**src/rtl/i2c_params.svh**
```systemverilog
`ifndef I2C_PARAMS_SVH
`define I2C_PARAMS_SVH

// default system clock and scl rate, in Hz.
`define I2C_CLK_FREQ 32'd50_000_000
`define I2C_SCL_FREQ 32'd100_000

// register offsets, decoded from addr[19:16].
`define I2C_REG_ADDR  4'h1
`define I2C_REG_WDATA 4'h2
`define I2C_REG_RDATA 4'h3
`define I2C_REG_CONF  4'h4

// data bytes per burst.
`define I2C_MAX_LEN 4

`endif

```
**src/rtl/i2c_bus_pkg.sv**
```systemverilog
`include "i2c_params.svh"

package i2c_bus_pkg;

    // configuration and status word.
    typedef struct packed {
        logic [21:0] rsvd1;
        logic        nack;    // bit 9, read only.
        logic        busy;    // bit 8, read only.
        logic [3:0]  rsvd0;
        logic [1:0]  len_m1;  // byte count minus one.
        logic        rw;      // 1 reads.
        logic        start;   // self clearing.
    } i2c_conf_t;

    typedef struct packed {
        logic [15:0] rsvd1;
        logic [7:0]  sub;
        logic        rsvd0;
        logic [6:0]  slave;
    } i2c_addr_t;

    // one transaction, latched by the byte controller at launch.
    typedef struct packed {
        logic [6:0]                    slave;
        logic [7:0]                    sub;
        logic                          rw;
        logic [1:0]                    len_m1;
        logic [`I2C_MAX_LEN * 8 - 1:0] wdata;   // lsb byte goes first.
        logic [4:0]                    pad;
    } i2c_xfer_t;

    typedef struct packed {
        logic [`I2C_MAX_LEN * 8 - 1:0] rdata;
        logic                          nack;
        logic                          done;
    } i2c_result_t;

endpackage

```
**src/rtl/i2c_line_pkg.sv**
```systemverilog
package i2c_line_pkg;

    // one bus condition or one data bit.
    typedef enum logic [1:0] {
        CMD_START,
        CMD_STOP,
        CMD_WRITE,
        CMD_READ
    } i2c_bit_cmd_e;

    typedef struct packed {
        logic         valid;  // one cycle strobe.
        i2c_bit_cmd_e cmd;
        logic         wbit;
    } i2c_bit_req_t;

    typedef struct packed {
        logic done;  // one cycle strobe.
        logic rbit;
    } i2c_bit_rsp_t;

endpackage

```
**src/rtl/i2c_regs.sv**
```systemverilog
`include "i2c_params.svh"

module i2c_regs
    import i2c_bus_pkg::*;
(
    input  logic        clk_i,
    input  logic        rst_ni,

    input  logic [31:0] data_i,
    input  logic [31:0] addr_i,
    input  logic        we_i,
    output logic [31:0] data_o,

    output logic        xfer_start_o,
    output i2c_xfer_t   xfer_o,
    input  i2c_result_t result_i
);

    logic [3:0]  reg_sel;
    i2c_addr_t   addr_q, addr_wr;
    i2c_conf_t   conf_q, conf_in, conf_wr, conf_rd;
    logic [31:0] wdata_q, rdata_q;
    logic        busy_q, nack_q, start_q;
    logic        conf_we, launch;

    assign reg_sel = addr_i[19:16];
    assign conf_in = data_i;
    assign conf_we = we_i && (reg_sel == `I2C_REG_CONF) && !busy_q;  // dropped while busy.
    assign launch  = conf_we && conf_in.start;

    // writable fields only.
    always_comb begin
        addr_wr        = data_i;
        addr_wr.rsvd0  = 1'b0;
        addr_wr.rsvd1  = '0;
        conf_wr        = '0;
        conf_wr.rw     = conf_in.rw;
        conf_wr.len_m1 = conf_in.len_m1;
    end

    always_ff @(posedge clk_i or negedge rst_ni) begin
        if (!rst_ni) begin
            addr_q  <= '0;
            wdata_q <= '0;
            rdata_q <= '0;
            conf_q  <= '0;
            busy_q  <= 1'b0;
            nack_q  <= 1'b0;
            start_q <= 1'b0;
        end else begin
            start_q <= launch;
            if (we_i && reg_sel == `I2C_REG_ADDR) addr_q <= addr_wr;
            if (we_i && reg_sel == `I2C_REG_WDATA) wdata_q <= data_i;
            if (conf_we) conf_q <= conf_wr;
            if (launch) begin
                busy_q <= 1'b1;
                nack_q <= 1'b0;
            end else if (result_i.done) begin
                busy_q <= 1'b0;
                nack_q <= result_i.nack;
                if (conf_q.rw) rdata_q <= result_i.rdata;
            end
        end
    end

    assign xfer_start_o = start_q;
    assign xfer_o = '{
        slave:  addr_q.slave,
        sub:    addr_q.sub,
        rw:     conf_q.rw,
        len_m1: conf_q.len_m1,
        wdata:  wdata_q,
        pad:    '0
    };

    // status merged into the conf word.
    always_comb begin
        conf_rd      = conf_q;
        conf_rd.busy = busy_q;
        conf_rd.nack = nack_q;
    end

    always_comb begin
        data_o = '0;
        if (!we_i) begin
            case (reg_sel)
                `I2C_REG_ADDR:  data_o = addr_q;
                `I2C_REG_WDATA: data_o = wdata_q;
                `I2C_REG_RDATA: data_o = rdata_q;
                `I2C_REG_CONF:  data_o = conf_rd;
                default:        data_o = '0;
            endcase
        end
    end

endmodule

```
**src/rtl/i2c_clk_gen.sv**
```systemverilog
module i2c_clk_gen #(
    parameter int unsigned QUARTER = 2
) (
    input  logic clk_i,
    input  logic rst_ni,
    input  logic en_i,
    output logic tick_o
);

    localparam int unsigned CW = $clog2(QUARTER);

    logic [CW-1:0] cnt_q;

    assign tick_o = en_i && (cnt_q == '0);

    // preload is two short of a full quarter, which covers the request
    // cycle and the enable register, so ticks stay on a Q grid from bit to bit.
    always_ff @(posedge clk_i or negedge rst_ni) begin
        if (!rst_ni) begin
            cnt_q <= CW'(QUARTER - 2);
        end else if (!en_i) begin
            cnt_q <= CW'(QUARTER - 2);
        end else if (tick_o) begin
            cnt_q <= CW'(QUARTER - 1);
        end else begin
            cnt_q <= cnt_q - 1'b1;
        end
    end

endmodule

```
**src/rtl/i2c_bit_ctrl.sv**
```systemverilog
module i2c_bit_ctrl
    import i2c_line_pkg::*;
(
    input  logic         clk_i,
    input  logic         rst_ni,

    input  i2c_bit_req_t bit_req_i,
    output i2c_bit_rsp_t bit_rsp_o,

    input  logic         tick_i,
    output logic         tick_en_o,

    output logic         scl_o,
    output logic         sda_o,
    output logic         sda_t_o,
    input  logic         sda_i
);

    i2c_bit_cmd_e cmd_q;
    logic         wbit_q, rbit_q;
    logic         busy_q, done_q;
    logic         scl_q, sda_t_q;
    logic [1:0]   phase_q;  // ticks seen so far.
    logic         sda_first;

    // sda level set at tick 1, scl low.
    always_comb begin
        case (cmd_q)
            CMD_STOP:  sda_first = 1'b0;
            CMD_WRITE: sda_first = wbit_q;
            default:   sda_first = 1'b1;  // released.
        endcase
    end

    always_ff @(posedge clk_i or negedge rst_ni) begin
        if (!rst_ni) begin
            busy_q  <= 1'b0;
            done_q  <= 1'b0;
            phase_q <= '0;
            scl_q   <= 1'b1;
            sda_t_q <= 1'b1;
        end else begin
            done_q <= 1'b0;
            if (bit_req_i.valid) begin
                busy_q  <= 1'b1;
                phase_q <= '0;
                scl_q   <= 1'b0;
            end else if (busy_q && tick_i) begin
                phase_q <= phase_q + 2'd1;
                case (phase_q)
                    2'd0: sda_t_q <= sda_first;
                    2'd1: scl_q <= 1'b1;
                    2'd2: begin
                        // start and stop conditions, scl high.
                        if (cmd_q == CMD_START) sda_t_q <= 1'b0;
                        if (cmd_q == CMD_STOP) sda_t_q <= 1'b1;
                    end
                    default: begin
                        busy_q <= 1'b0;
                        done_q <= 1'b1;
                        if (cmd_q == CMD_START) scl_q <= 1'b0;  // hold the bus after start.
                    end
                endcase
            end
        end
    end

    always_ff @(posedge clk_i) begin
        if (bit_req_i.valid) begin
            cmd_q  <= bit_req_i.cmd;
            wbit_q <= bit_req_i.wbit;
        end
        if (busy_q && tick_i && phase_q == 2'd2 && cmd_q == CMD_READ) rbit_q <= sda_i;
    end

    assign tick_en_o = busy_q;
    assign bit_rsp_o = '{done: done_q, rbit: rbit_q};

    assign scl_o   = scl_q;
    assign sda_o   = 1'b0;  // open drain, only the enable moves.
    assign sda_t_o = sda_t_q;

endmodule

```
**src/rtl/i2c_byte_ctrl.sv**
```systemverilog
module i2c_byte_ctrl
    import i2c_bus_pkg::*, i2c_line_pkg::*;
(
    input  logic         clk_i,
    input  logic         rst_ni,

    input  logic         xfer_start_i,
    input  i2c_xfer_t    xfer_i,
    output i2c_result_t  result_o,

    output i2c_bit_req_t bit_req_o,
    input  i2c_bit_rsp_t bit_rsp_i
);

    typedef enum logic [3:0] {
        IDLE,
        START,
        WRITE_ADDR,
        WRITE_SUB,
        RESTART,
        REWRITE_ADDR,
        WRITE_BYTE,
        READ_BYTE,
        READ_LAST_BYTE,
        STOP
    } state_e;

    state_e      state_q, state_d;
    logic [3:0]  bit_cnt_q, bit_cnt_d;  // 0 to 7 data, 8 ack.
    logic [1:0]  byte_q, byte_d;
    i2c_xfer_t   xfer_q;
    logic [31:0] rdata_q;
    logic        nack_q, done_q;
    logic        launch, last_bit, rx_bit, set_nack, issue;
    logic [7:0]  tx_byte;

    assign launch   = (state_q == IDLE) && xfer_start_i;
    assign last_bit = bit_cnt_q[3];
    assign rx_bit   = (state_q == READ_BYTE || state_q == READ_LAST_BYTE) && !last_bit;

    always_comb begin
        state_d   = state_q;
        bit_cnt_d = bit_cnt_q;
        byte_d    = byte_q;
        set_nack  = 1'b0;
        if (launch) begin
            state_d   = START;
            bit_cnt_d = '0;
            byte_d    = '0;
        end else if (bit_rsp_i.done) begin
            bit_cnt_d = '0;
            case (state_q)
                START:   state_d = WRITE_ADDR;
                RESTART: state_d = REWRITE_ADDR;
                STOP:    state_d = IDLE;
                WRITE_ADDR, WRITE_SUB, REWRITE_ADDR, WRITE_BYTE: begin
                    if (!last_bit) begin
                        bit_cnt_d = bit_cnt_q + 4'd1;
                    end else if (bit_rsp_i.rbit) begin
                        state_d  = STOP;  // slave did not ack.
                        set_nack = 1'b1;
                    end else begin
                        case (state_q)
                            WRITE_ADDR: state_d = WRITE_SUB;
                            WRITE_SUB:  state_d = xfer_q.rw ? RESTART : WRITE_BYTE;
                            REWRITE_ADDR: begin
                                state_d = (xfer_q.len_m1 == 2'd0) ? READ_LAST_BYTE : READ_BYTE;
                            end
                            default: begin
                                if (byte_q == xfer_q.len_m1) state_d = STOP;
                                else byte_d = byte_q + 2'd1;
                            end
                        endcase
                    end
                end
                READ_BYTE: begin
                    if (!last_bit) begin
                        bit_cnt_d = bit_cnt_q + 4'd1;
                    end else begin
                        byte_d  = byte_q + 2'd1;
                        state_d = (byte_d == xfer_q.len_m1) ? READ_LAST_BYTE : READ_BYTE;
                    end
                end
                READ_LAST_BYTE: begin
                    if (!last_bit) bit_cnt_d = bit_cnt_q + 4'd1;
                    else state_d = STOP;
                end
                default: state_d = IDLE;
            endcase
        end
    end

    // next request goes out in the done cycle, keeping scl periodic.
    assign issue = launch || (bit_rsp_i.done && state_d != IDLE);

    always_comb begin
        case (state_d)
            WRITE_ADDR:   tx_byte = {xfer_q.slave, 1'b0};
            REWRITE_ADDR: tx_byte = {xfer_q.slave, 1'b1};
            WRITE_SUB:    tx_byte = xfer_q.sub;
            default:      tx_byte = xfer_q.wdata[{byte_d, 3'b000} +: 8];
        endcase
        bit_req_o.valid = issue;
        bit_req_o.cmd   = CMD_READ;  // ack slot of a sent byte.
        bit_req_o.wbit  = 1'b1;
        case (state_d)
            START, RESTART: bit_req_o.cmd = CMD_START;
            STOP:           bit_req_o.cmd = CMD_STOP;
            READ_BYTE, READ_LAST_BYTE: begin
                if (bit_cnt_d[3]) begin
                    bit_req_o.cmd  = CMD_WRITE;
                    bit_req_o.wbit = (state_d == READ_LAST_BYTE);  // nack ends the read.
                end
            end
            default: begin
                if (!bit_cnt_d[3]) begin
                    bit_req_o.cmd  = CMD_WRITE;
                    bit_req_o.wbit = tx_byte[3'd7 - bit_cnt_d[2:0]];  // msb first.
                end
            end
        endcase
    end

    always_ff @(posedge clk_i or negedge rst_ni) begin
        if (!rst_ni) begin
            state_q   <= IDLE;
            bit_cnt_q <= '0;
            byte_q    <= '0;
            nack_q    <= 1'b0;
            done_q    <= 1'b0;
        end else begin
            state_q   <= state_d;
            bit_cnt_q <= bit_cnt_d;
            byte_q    <= byte_d;
            done_q    <= (state_q == STOP) && bit_rsp_i.done;
            if (launch) nack_q <= 1'b0;
            else if (set_nack) nack_q <= 1'b1;
        end
    end

    always_ff @(posedge clk_i) begin
        if (launch) begin
            xfer_q  <= xfer_i;
            rdata_q <= '0;
        end else if (bit_rsp_i.done && rx_bit) begin
            rdata_q[{byte_q, 3'd7 - bit_cnt_q[2:0]}] <= bit_rsp_i.rbit;
        end
    end

    assign result_o = '{rdata: rdata_q, nack: nack_q, done: done_q};

endmodule

```
**src/rtl/i2c.sv**
```systemverilog
`include "i2c_params.svh"

module i2c
    import i2c_bus_pkg::*, i2c_line_pkg::*;
#(
    parameter int unsigned CLK_FREQ = `I2C_CLK_FREQ,
    parameter int unsigned SCL_FREQ = `I2C_SCL_FREQ
) (
    input  logic        clk_i,
    input  logic        rst_ni,

    input  logic [31:0] data_i,
    input  logic [31:0] addr_i,
    input  logic        we_i,
    output logic [31:0] data_o,

    output logic        scl_o,
    output logic        sda_o,
    output logic        sda_t_o,
    input  logic        sda_i
);

    // four ticks per scl period.
    localparam int unsigned QUARTER = CLK_FREQ / (4 * SCL_FREQ);

    logic         xfer_start;
    i2c_xfer_t    xfer;
    i2c_result_t  result;
    i2c_bit_req_t bit_req;
    i2c_bit_rsp_t bit_rsp;
    logic         tick, tick_en;

    i2c_regs u_regs (
        .clk_i,
        .rst_ni,
        .data_i,
        .addr_i,
        .we_i,
        .data_o,
        .xfer_start_o (xfer_start),
        .xfer_o       (xfer),
        .result_i     (result)
    );

    i2c_byte_ctrl u_byte_ctrl (
        .clk_i,
        .rst_ni,
        .xfer_start_i (xfer_start),
        .xfer_i       (xfer),
        .result_o     (result),
        .bit_req_o    (bit_req),
        .bit_rsp_i    (bit_rsp)
    );

    i2c_bit_ctrl u_bit_ctrl (
        .clk_i,
        .rst_ni,
        .bit_req_i (bit_req),
        .bit_rsp_o (bit_rsp),
        .tick_i    (tick),
        .tick_en_o (tick_en),
        .scl_o,
        .sda_o,
        .sda_t_o,
        .sda_i
    );

    i2c_clk_gen #(
        .QUARTER (QUARTER)
    ) u_clk_gen (
        .clk_i,
        .rst_ni,
        .en_i   (tick_en),
        .tick_o (tick)
    );

endmodule

```
**config.mk**
```make
export PLATFORM = sky130hd
export DESIGN_NAME = i2c
export DESIGN_NICKNAME = d
export VERILOG_FILES = /design/src/rtl/i2c_bus_pkg.sv /design/src/rtl/i2c_line_pkg.sv /design/src/rtl/i2c_regs.sv /design/src/rtl/i2c_clk_gen.sv /design/src/rtl/i2c_bit_ctrl.sv /design/src/rtl/i2c_byte_ctrl.sv /design/src/rtl/i2c.sv
export VERILOG_INCLUDE_DIRS = /design/src /design/src/rtl
export SDC_FILE = /design/constraint.sdc
export NUM_CORES = 1
export LEC_CHECK = 0
export ABC_AREA = 0
export BUFFER_PORTS_ARGS = -buffer_cell sky130_fd_sc_hd__buf_2
export CORE_ASPECT_RATIO = 1.5
export CORE_MARGIN = 8
export CORE_UTILIZATION = 50
export DETAILED_ROUTE_END_ITERATION = 8
export MAX_ROUTING_LAYER = met4
export PLACE_DENSITY = 0.7
export RECOVER_POWER = 25
export SETUP_SLACK_MARGIN = 0.5
export SLEW_MARGIN = 0
export SYNTH_ARGS = -nofsm -noshare
export SYNTH_HDL_FRONTEND = slang
export SYNTH_HIERARCHICAL = 1
export SYNTH_SLANG_ARGS = --single-unit
export TNS_END_PERCENT = 5
```
**constraint.sdc**
```tcl
create_clock -name clk_i -period 4.3 [get_ports clk_i]
set_input_delay 0.215 -clock clk_i [delete_from_list [all_inputs] [get_ports clk_i]]
set_output_delay 0.215 -clock clk_i [all_outputs]
set_load 0.05 [all_outputs]
```
### Word-level counts from Yosys, hierarchy flattened

Index checks and enable logic that the tools add are counted.

| storage, ports and cells | value |
|---|---|
| register bits after elaboration | 196 |
| output and inout port bits | 35 |
| logic and storage cells | 178 |
| memories | 0 |
| latch bits | 0 |
| RAM bits | 0 |
| memory bits (read-only) | 0 |
| input bits | 68 |

| operators by class | value |
|---|---|
| div/mod/pow operators | 0 |
| bitwise operators | 2 |
| multiplexer cells | 64 |
| add/sub/neg operators | 6 |
| order comparisons | 3 |
| multipliers | 0 |
| equal/unequal tests | 31 |
| shifts and indexed selects | 1 |
| reduce and logical (&&, ||, !) cells | 42 |

Operators by type and width:

| operator | count |
|---|---|
| 32-bit one-hot mux with 4 select lines | 1 |
| 4-bit two-way mux | 13 |
| 32-bit bitwise mux | 1 |
| 4-bit by 3-bit equality test with 1-bit output, second input constant | 8 |
| 32-bit two-way mux | 1 |
| 32-bit by 6-bit indexed part select with 8-bit output | 1 |
| 4-bit by 2-bit equality test with 1-bit output, second input constant | 6 |
| 2-bit two-way mux | 12 |
| 8-bit one-hot mux with 3 select lines | 1 |
| 1-bit two-way mux | 23 |
| 4-bit one-hot mux with 5 select lines | 1 |
| 4-bit equality test, second input constant | 4 |
| 1-bit logical AND | 15 |
| 7-bit two-way mux | 2 |
| 4-bit by 1-bit equality test with 1-bit output, second input constant | 3 |
| 4-bit one-hot mux with 3 select lines | 1 |
| 3-bit OR reduction | 3 |
| 1-bit one-hot mux with 2 select lines | 4 |
| 2-bit nonzero test | 4 |
| 7-bit zero test | 1 |
| 7-bit by 1-bit subtractor with 7-bit output, second input constant | 1 |
| 2-bit equality test, second input constant | 3 |
| 2-bit zero test | 3 |
| 5-bit by 6-bit < comparator with 1-bit output, second input constant | 1 |
| 25 further kinds | 36 |

### Depth between registers and ports, before layout

Gate-level depths: netlist of the first run.

| depth | value |
|---|---|
| word-level depth | 14 |
| depth in mapped cells | 14 |
| gate-level depth less buffers | 13 |

### Modules after synthesis

Netlist of the first run, hierarchy kept.

Modules (own cells, without submodules):

| module | area an instance (um2) | instances | cells an instance | sequential area each (um2) |
|---|---|---|---|---|
| i2c_byte_ctrl | 4,690.7 | 1 | 447 | 2,442.3 |
| i2c_regs | 4,031.4 | 1 | 312 | 2,127.0 |
| i2c_bit_ctrl | 478.0 | 1 | 40 | 272.8 |
| i2c_clk_gen | 331.6 | 1 | 29 | 182.7 |

### Worst setup path before layout of the first run

No wires, ideal clock.

| timing path | value |
|---|---|
| path kind | register to register |
| start point | reg u_byte_ctrl.state_q[2] |
| end point | reg u_byte_ctrl/xfer_q[10] (netlist bit) (enable) |
| setup time | 0.434 ns |
| cell stages (with the launch flop) | 7 |
| path slack | 1.049 ns |
| required time | 3.866 ns |
| arrival time | 2.817 ns |
| path buffers | 3 |
| clock period less this slack | 3.251 ns |
| path through | dfrtp_1 buf_6 nor3_2 nand3_1 inv_1 clkbuf_1 buf_1 |

| on the way | value |
|---|---|
| longest elaborated chain between the ends | 2 |

Ends and longest elaborated chain:

| element | line | RTL |
|---|---|---|
| start, declared | i2c_byte_ctrl.sv:28 | `state_e state_q, state_d;` |
| start signal, assigned | i2c_byte_ctrl.sv:132 | `state_q <= state_d;` |
| 4-bit zero test | i2c_byte_ctrl.sv:37 | `assign launch = (state_q == IDLE) && xfer_start_i;` |
| 1-bit logical AND | i2c_byte_ctrl.sv:37 |  |
| named net u_byte_ctrl.launch | i2c_byte_ctrl.sv:34 | `logic launch, last_bit, rx_bit, set_nack, issue;` |
| end signal, assigned | i2c_byte_ctrl.sv:143 | `xfer_q <= xfer_i;` |
| end, declared | i2c_byte_ctrl.sv:31 | `i2c_xfer_t xfer_q;` |

The timed path passes the listed nets, and every way through them passes these cells.
A chain may end at the register's enable or synchronous reset.

==> out/qor.csv, run 1 <==
stage;metric;value;unit
timing;holdWs;0.0141;ns
synthesis;netlist_area;0.00949;mm^2
cts;cts_tree;yes;
cts;cts-root-buf;clkbuf_16;
synthesis;syn_inst;822;
floorplanning;die_w;128;um
place;dp_hpwl;16700;um
timing;setup_viol;0;
drt;vias;6667;
synthesis;synth.avg_cell_area;11.5;um^2
grt;grt.total_usage;0.215;
place;numPortBuffers;73;
drt;ant_nets;0;
final_layout;nFillCells;1550;
synthesis;syn_nets;902;
timing;worst_pin_slew;1.97;ns
floorplanning;fp-row-count;61;
place;dpl-instance-area;0.00996;mm^2
critical_path;cp_common_cell;nand4_1;
final_layout;antenna_cells;0;
timing;rsz0062_at_grt;false;
final_layout;final_cell_area;0.0108;mm^2
timing;fmax;280;MHz
critical_path;start_kind;register;
drt;drt_pass1_iterations;5;
power;p_total;4.04;mW
grt;grt_start_max_net_pins;77;
final_layout;areaGrowthSynthToFinish;13.3;%
final_layout;seqCellArea;0.00503;mm^2
critical_path;crit_slowest_cell;dfrtp_1;
critical_path;crit_arrival;3.74;ns
timing;hold_viol;0;
hold_path;hold_path_class;input pin to register;
final_layout;nets;964;
cts;cts.path.max_buffers;2;
run_status;status;finished with violations;
floorplanning;ios;103;
grt;grt_pass1_vias;6700;
floorplanning;coreArea;0.0185;mm^2
run;maxCapViolations;1;
final_layout;final_common_cell;dfrtp_1;
critical_path;slowest_delay;0.80;ns
timing;slew_violations;77;
cts;clkSinkCount;196;
floorplanning;start_util;0.512;
timing;finalClockSkew;0.0160;ns
final_layout;multiInputGateArea;0.00407;mm^2
cts;clk-insertion-delay-late;0.44;ns
critical_path;crit_fanout;22;
drt;wirelength;24100;um
cts;h-tree-depth;4;
timing;fin_setup_tns;0;ns
critical_path;path_cells;and2b_1 > a211oi_1 > o2111ai_1 > mux2_2 > mux4_2 > mux2i_1 > a32oi_1 > nand4_1 > nand4_1;
final_layout;mostFrequentLayoutCells;dfrtp_1 (101), mux2_2 (89), buf_2 (71), nand2_1 (63), nor2_1 (63);
synthesis;yosys_warnings;6;
cts;numCtsBuffers;17;
timing;fin_crit_sh;0.829;
final_layout;drive_above_1_share;0.283;
run_status;failed_checks;max-capacitance violations, max-slew violations;
timing;min_period;3.57;ns
floorplanning;die_h;185;um
critical_path;endpoint_kind;register;
drt;first_iter_violations;527;
drt;wire_per_inst;21.0;um
critical_path;critPathBufInv;0;
grt;grt_first_pass_wirelength;37700;um
cts;clk_pin_slew;0.08;ns
grt;grt-ovfl-total;0;
power;p_leak;4.60;nW
drt;via_per_inst;5.80;
drt;drc;0;
critical_path;worstPathRequired;4.48;ns
power;power.density;376;mW/mm^2
critical_path;path_class;register to register;
timing;relSlewSlack;-0.312;
power;ir_worst_vdd;0.000404;V
grt;antenna_found_initial;0;
place;place_congestion;0.870;
critical_path;cp_top_family;multiplexers;
floorplanning;die_area;0.0237;mm^2
final_layout;final_util;0.580;
timing repair:
action                                  4_1_cts  5_1_grt
endpoints found under the hold margin        62        0
endpoints found under the setup margin        0        1
hold buffers                                 17        0
buffers inserted                              0        0
gates resized for setup                       0        2
path summary, 6_finish.rpt:
path	end	from	slack, ns	cells after the start
setup reg to reg	u_bit_ctrl/wbit_q$_DFFE_PP_	u_byte_ctrl/state_q[2]$_DFF_PN0_	0.73	9
hold / removal	u_regs/wdata_q[24]$_DFFE_PN0P_	data_i[24]	0.01	2
setup / recovery	u_bit_ctrl/wbit_q$_DFFE_PP_	u_byte_ctrl/state_q[2]$_DFF_PN0_	0.73	9
min in group asynchronous	u_clk_gen/cnt_q[2]$_DFF_PN0_	rst_ni	0.86	2
hold reg to reg	u_byte_ctrl/rdata_q[13]$_SDFFE_PP0P_	u_byte_ctrl/rdata_q[13]$_SDFFE_PP0P_	0.46	2
max in group asynchronous	u_byte_ctrl/state_q[1]$_DFF_PN0_	rst_ni	2.06	3
layout make-up:
type	count	share of cell area
repair buffers	102	0.0581
well taps	252	0.0293
inverters	20	0.00698
multi-input cells	547	0.378
clock inverters	15	0.0204
flip-flops and latches	196	0.467
clock buffers	17	0.0396
report_power, final:
group	total, mW	internal [mW]	switching (mW)
logic	0.230	0.124	0.106
registers	2.15	2.04	0.109
clock network	1.66	0.816	0.849
through the flow:
stage	instances	setup WS (ns)
2_1_floorplan	822	1.05
3_3_place_gp	1100	0.765
3_5_place_dp	1100	0.720
4_1_cts	1149	0.671
5_1_grt	1149	0.536
6_report	1149	0.734
sequential cells by signal, indices dropped and copies added (netlist names), 2 cells and up:
name / count
u_bit_ctrl/cmd_q: 2
u_bit_ctrl/phase_q: 2
u_byte_ctrl/bit_cnt_q: 4
u_byte_ctrl/byte_q: 2
u_byte_ctrl/rdata_q: 32
u_byte_ctrl/state_q: 4
u_byte_ctrl/xfer_q: 50
u_clk_gen/cnt_q: 7
u_regs/rdata_q: 32
u_regs/wdata_q: 32
u_regs/xfer_o: 18
per-layer routing:
metal | GRT usage | up-vias | share of wire
li1 | - | 3106 | -
met1 | 0.246 | 3326 | 0.41
met2 | 0.361 | 190 | 0.51
met3 | 0.0373 | 45 | 0.041
met4 | 0.101 | 0 | 0.039
met5 | - | - | 0
No activity file was read; power rests on OpenSTA's default activity.
==> run 2: changes to the inputs <==
==> constraint.sdc (replaced) <==
create_clock -name clk_i -period 3.4 [get_ports clk_i]
set_input_delay 0.17 -clock clk_i [delete_from_list [all_inputs] [get_ports clk_i]]
set_output_delay 0.17 -clock clk_i [all_outputs]
set_load 0.05 [all_outputs]
==> out/qor.csv, run 2 (same netlist as run 1, synthesis figures left out) <==
stage;metric;value;unit;change
run;maxCapViolations;1;;unchanged
timing;relSlewSlack;-0.0925;;+0.220
drt;wirelength;25500;um;+5.6%
place;place_congestion;0.893;;+2.7%
cts;clk_pin_slew;0.07;ns;about the same
timing;setup_viol;0;;unchanged
floorplanning;die_w;128;um;unchanged
grt;grt.met2_usage;0.389;;+0.0287
power;p_leak;4.95;nW;+7.7%
cts;clkSinkCount;196;;unchanged
floorplanning;ios;103;;unchanged
critical_path;start_kind;register;;
critical_path;r2r-end;u_bit_ctrl/wbit_q$_DFFE_PP_;;
floorplanning;die_h;185;um;unchanged
critical_path;worstPathRequired;3.68;ns;-0.80 ns
final_layout;largest_reg_flops;50;;unchanged
final_layout;top_register;u_byte_ctrl/xfer_q;;
grt;grt.total_usage;0.231;;+0.0163
critical_path;path_class;register to register;;
power;ir_worst_vdd;0.000403;V;-0.22%
timing;fmax;331;MHz;+18%
place;dp_hpwl;17600;um;+4.8%
timing;rsz0062_at_grt;true;;
timing;holdWs;0.0157;ns;+0.00169 ns
final_layout;drive_above_1_share;0.357;;+0.0741
grt;grt_first_pass_wirelength;40700;um;+8.0%
drt;vias;7120;;+6.8%
final_layout;nFillCells;1485;;-4.2%
critical_path;r2r_slack;0.38;ns;-0.36 ns
final_layout;nets;1030;;+6.8%
grt;grt-ovfl-total;0;;unchanged
grt;use_met1;0.261;;+0.0155
floorplanning;fp-row-count;61;;unchanged
drt;drc;0;;unchanged
final_layout;antenna_cells;0;;unchanged
grt;grt_start_max_net_pins;63;;-18%
grt;busiest_layer;met2;;
grt;grt_pass1_vias;7389;;+10%
timing;worst_pin_slew;1.64;ns;-0.330 ns
floorplanning;die_area;0.0237;mm^2;unchanged
power;seqPwrFrac;0.538;;+0.007
timing;finalClockSkew;0.0176;ns;+0.00164 ns
power;p_clk_frac;0.401;;-0.011
power;swShare;0.247;;-0.0160
drt;drt_pass1_iterations;5;;unchanged
critical_path;crit_arrival;3.31;ns;-0.43 ns
floorplanning;start_util;0.512;;unchanged
hold_path;min_to;u_regs/xfer_o[48]$_DFFE_PN0P_;;
drt;ant_nets;0;;unchanged
timing;slew_violations;62;;-19%
hold_path;hold_path_class;input pin to register;;
place;numPortBuffers;73;;unchanged
cts;cts_tree;yes;;
final_layout;mostFrequentLayoutCells;dfrtp_1 (95), mux2_2 (89), buf_2 (72), nand2_1 (63);;
drt;via_per_inst;5.86;;+0.99%
power;switchingPower;1.25;mW;+18%
drt;first_iter_violations;634;;+20%
run_status;status;finished with violations;;
critical_path;r2r_cells;11;;+2
drt;wire_per_inst;21.0;um;-0.11%
power;power.density;439;mW/mm^2;+17%
power;p_comb_frac;0.061;;+0.004
cts;cts.path.max_buffers;2;;unchanged
final_layout;areaGrowthSynthToFinish;21.4;%;
timing;min_period;3.02;ns;-0.542 ns
cts;numCtsBuffers;17;;unchanged
power;internal_power;3.81;mW;+28%
timing;fin_setup_tns;0;ns;unchanged
timing;hold_viol;0;;unchanged
floorplanning;coreArea;0.0185;mm^2;unchanged
hold_path;hp-start;data_i[0];;
cts;clk-insertion-delay-late;0.44;ns;about the same
run_status;failed_checks;max-capacitance violations, max-slew violations;;
hold_path;whs_path_depth;2;;unchanged
cts;h-tree-depth;4;;unchanged
final_layout;final_common_cell;dfrtp_1;;
critical_path;r2r-start;u_byte_ctrl/state_q[2]$_DFF_PN0_;;
grt;met3_usage;0.0336;;-0.00376
timing;fin_crit_sh;0.889;;+0.0600
critical_path;endpoint_kind;register;;
grt;antenna_found_initial;0;;unchanged
cts;cts-root-buf;clkbuf_16;;
critical_path;crit_fanout;6;;-73%
## run 2: cell count changes in the layout (fill, tap and decap cells not counted), sizes merged
cell         previous run  this run
clkinv                  7         4
bufinv                  0         1
buf                    83       139
inv                    27        29
dlygate4sd3            17        28
clkinvlp                1         0
## run 2: per-stage QoR
stage / power, mW / instance area [um^2] / instances / worst slack (ns) / utilization
floorplan: 2.88 / 9520 / 822 / 0.373 / -
finish: 5.06 / 11500 / 1215 / 0.376 / 0.621
CTS: 5.11 / 11500 / 1213 / 0.396 / 0.618
global route: 5.23 / 11500 / 1215 / 0.258 / 0.621
global placement: 3.04 / 10200 / 1125 / 0.143 / 0.549
detailed placement: 3.05 / 10200 / 1125 / 0.0919 / 0.549
## run 2: worst max path at each step
stage / start / to / slack, ns
2_1_floorplan: u_byte_ctrl/byte_q[0]$_DFF_PN0_ / u_bit_ctrl/wbit_q$_DFFE_PP_ / 0.37
3_3_place_gp: u_byte_ctrl/byte_q[0]$_DFF_PN0_ / u_bit_ctrl/wbit_q$_DFFE_PP_ / 0.14
3_5_place_dp: u_byte_ctrl/byte_q[0]$_DFF_PN0_ / u_bit_ctrl/wbit_q$_DFFE_PP_ / 0.09
4_1_cts: u_byte_ctrl/byte_q[1]$_DFF_PN0_ / u_bit_ctrl/wbit_q$_DFFE_PP_ / 0.40
5_1_grt: u_byte_ctrl/xfer_q[37]$_DFFE_PP_ / u_bit_ctrl/wbit_q$_DFFE_PP_ / 0.26
6_report: u_byte_ctrl/state_q[2]$_DFF_PN0_ / u_bit_ctrl/wbit_q$_DFFE_PP_ / 0.38
## run 2: critical path, cell delays in order, from the launching register on
cell and delay (ns):
dfrtp_2 0.43, buf_12 0.14, and3b_2 0.22, a2111oi_4 0.34, o22ai_2 0.13, a31oi_4 0.34, and4_4 0.30, a31o_4 0.13
a221o_1 0.19, a21oi_2 0.04, or4_1 0.51, nand4_1 0.12
## run 2: timing repair
| item | 4_1_cts | 5_1_grt |
|---|---|---|
| pin swaps | 28 | 8 |
| endpoints found under the setup margin | 7 | 2 |
| buffers inserted | 28 | 2 |
| hold endpoints to repair | 87 | 0 |
| gates resized for setup | 44 | 9 |
| hold buffers | 28 | 0 |
## run 2: metal layers
metal  vias to the layer above  wire (um)
met5                         -          0
met2                       237      13200
met1                      3564      10000
li1                       3248          -
met3                        71       1070
met4                         0       1250
## run 2: area by class of cell
class / count / area (um^2) / share of cell area
Sequential cell: 196 / 5030 / 0.437
Multi-Input combinational cell: 547 / 4300 / 0.373
Timing Repair Buffer: 168 / 1190 / 0.104
Clock buffer: 18 / 429 / 0.0373
Tap cell: 252 / 315 / 0.0274
Clock inverter: 14 / 175 / 0.0152
Inverter: 20 / 75.1 / 0.00652
## run 2: power by group through the flow
stage	clock network, mW	registers (mW)	logic [mW]
2_1_floorplan	0	2.69	0.190
3_3_place_gp	0	2.76	0.272
3_5_place_dp	0	2.77	0.281
4_1_cts	2.08	2.72	0.308
5_1_grt	2.16	2.73	0.336
6_report	2.03	2.72	0.308
==> run 3: changes to the inputs <==
--- a/config.mk
+++ b/config.mk
@@ -10,10 +10,9 @@
 export BUFFER_PORTS_ARGS = -buffer_cell sky130_fd_sc_hd__buf_2
 export CORE_ASPECT_RATIO = 1.5
 export CORE_MARGIN = 8
-export CORE_UTILIZATION = 50
+export CORE_UTILIZATION = 46
 export DETAILED_ROUTE_END_ITERATION = 8
 export MAX_ROUTING_LAYER = met4
-export PLACE_DENSITY = 0.7
 export RECOVER_POWER = 25
 export SETUP_SLACK_MARGIN = 0.5
 export SLEW_MARGIN = 0
==> out/qor.csv, run 3 (same netlist as run 1, synthesis figures left out) <==
stage;metric;value;unit;change
run_status;status;finished, final reports clean;;
drt;ant_nets;0;;unchanged
drt;vias;7007;;-1.6%
timing;hold_viol;0;;unchanged
place;place_congestion;0.845;;-5.3%
drt;drc;0;;unchanged
power;swShare;0.249;;+0.00132
final_layout;drive_above_1_share;0.340;;-0.0172
grt;grt-ovfl-total;0;;unchanged
floorplanning;die_w;133;um;+3.7%
drt;via_per_inst;5.77;;-1.5%
timing;slew_violations;0;;-100%
power;p_comb_frac;0.062;;about the same
critical_path;worstPathRequired;3.70;ns;+0.02 ns
critical_path;crit_arrival;3.36;ns;+0.05 ns
cts;numCtsBuffers;17;;unchanged
final_layout;final_util;0.560;;-0.0610
timing;fin_setup_tns;0;ns;unchanged
grt;grt_first_pass_wirelength;41200;um;+1.4%
power;internal_power;3.74;mW;-1.7%
grt;grt.total_usage;0.216;;-0.0153
grt;antenna_found_initial;0;;unchanged
timing;worst_pin_slew;1.38;ns;-0.262 ns
drt;wirelength;26300;um;+3.1%
final_layout;mostFrequentLayoutCells;dfrtp_1 (98), mux2_2 (89), buf_2 (72), nand2_1 (63), nor2_1 (61);;
place;dp_hpwl;18600;um;+6.2%
timing;rsz0062_at_grt;true;;
cts;cts-root-buf;clkbuf_16;;
hold_path;hold_path_class;input pin to register;;
timing;setup_viol;0;;unchanged
place;dpl-instance-area;0.0102;mm^2;+0.17%
power;switchingPower;1.24;mW;-1.0%
place;numPortBuffers;73;;unchanged
grt;grt_pass1_vias;7387;;-0.027%
cts;clkSinkCount;196;;unchanged
timing;fmax;327;MHz;-1.0%
final_layout;largest_reg_flops;50;;unchanged
power;seqPwrFrac;0.546;;+0.008
floorplanning;ios;103;;unchanged
floorplanning;start_util;0.467;;-0.0451
drt;wire_per_inst;21.6;um;+3.2%
final_layout;areaGrowthSynthToFinish;20.0;%;
floorplanning;die_h;192;um;+3.9%
timing;min_period;3.06;ns;+0.0318 ns
cts;cts.path.max_buffers;2;;unchanged
critical_path;endpoint_kind;register;;
final_layout;final_cell_area;0.0114;mm^2;-1.1%
floorplanning;coreArea;0.0203;mm^2;+9.7%
final_layout;antenna_cells;0;;unchanged
critical_path;start_kind;register;;
power;p_clk_frac;0.392;;-0.009
critical_path;path_class;register to register;;
cts;clk_pin_slew;0.07;ns;about the same
timing;relSlewSlack;0.0824;;+0.175
final_layout;top_register;u_byte_ctrl/xfer_q;;
cts;clk-insertion-delay-late;0.44;ns;about the same
critical_path;crit_fanout;6;;unchanged
power;p_leak;4.89;nW;-1.2%
timing;finalClockSkew;0.00909;ns;-0.00855 ns
floorplanning;fp-row-count;64;;+4.9%
power;power.density;437;mW/mm^2;-0.45%
grt;grt_start_max_net_pins;63;;unchanged
final_layout;nets;1017;;-1.3%
floorplanning;die_area;0.0256;mm^2;+7.8%
drt;first_iter_violations;458;;-28%
power;ir_worst_vdd;0.000345;V;-14%
run;maxCapViolations;0;;-1
drt;drt_pass1_iterations;5;;unchanged
cts;cts_tree;yes;;
timing;fin_crit_sh;0.899;;+0.00936
cts;h-tree-depth;4;;unchanged
final_layout;final_common_cell;dfrtp_1;;
==> run 3: repair_timing <==
action / 4_1_cts / 5_1_grt
gates resized for setup: 40 / 5
pin swaps: 18 / 3
endpoints found under the setup margin: 8 / 2
hold buffers: 28 / 0
setup buffers: 18 / 2
endpoints found under the hold margin: 82 / 0
==> run 3: through the flow <==
step	std cells	hold slack, ns	setup WS, ns	power, mW
final	1214	0.0283	0.345	4.98
after global routing	1214	0.0187	0.218	5.15
after CTS	1212	0.00632	0.414	5.02
after detailed placement	1134	0.250	0.0582	3.05
after global placement	1134	0.244	0.135	3.03
after floorplan	822	-0.126	0.373	2.88
==> run 3: worst paths after layout <==
check | from | end | slack, ns | depth (start not counted)
setup / recovery | u_byte_ctrl/state_q[1]$_DFF_PN0_ | u_bit_ctrl/wbit_q$_DFFE_PP_ | 0.34 | 11
hold / removal | data_i[8] | u_regs/xfer_o[40]$_DFFE_PN0P_ | 0.03 | 2
setup reg to reg | u_byte_ctrl/state_q[1]$_DFF_PN0_ | u_bit_ctrl/wbit_q$_DFFE_PP_ | 0.34 | 11
hold reg to reg | u_byte_ctrl/rdata_q[13]$_SDFFE_PP0P_ | u_byte_ctrl/rdata_q[13]$_SDFFE_PP0P_ | 0.46 | 2
max in group asynchronous | rst_ni | u_regs/rdata_q[7]$_DFFE_PN0P_ | 1.84 | 3
min in group asynchronous | rst_ni | u_bit_ctrl/tick_en_o$_DFFE_PN0P_ | 0.57 | 2
==> run 3: cell type report <==
cell class / count / area, um^2
Multi-Input combinational cell: 547 / 4260
Tap cell: 264 / 330
Clock buffer: 19 / 443
Fill cell: 1740 / 8950
Sequential cell: 196 / 5030
Clock inverter: 13 / 135
Inverter: 20 / 75.1
Timing Repair Buffer: 155 / 1120
==> run 3: routing by layer <==
metal | global-route usage | routed length, um
met2 | 0.381 | 13900
met4 | 0.0954 | 1010
met5 | - | 0
met3 | 0.0277 | 850
met1 | 0.240 | 10500
==> run 3: power groups by stage <==
stage / logic (mW) / clock network [mW] / registers (mW)
after floorplan: 0.190 / 0 / 2.69
after global placement: 0.273 / 0 / 2.76
after detailed placement: 0.283 / 0 / 2.77
after CTS: 0.310 / 1.99 / 2.72
after global routing: 0.336 / 2.08 / 2.73
final: 0.308 / 1.95 / 2.72
==> run 3: worst max-delay path: stages (launching register included) <==
cell	delay (ns)
dfrtp_2	0.41
buf_4	0.17
and3b_1	0.21
a2111oi_4	0.37
o22ai_2	0.14
a31oi_4	0.34
and4_4	0.28
a31o_4	0.13
a221o_1	0.19
a21oi_1	0.07
or4_1	0.50
nand4_1	0.10
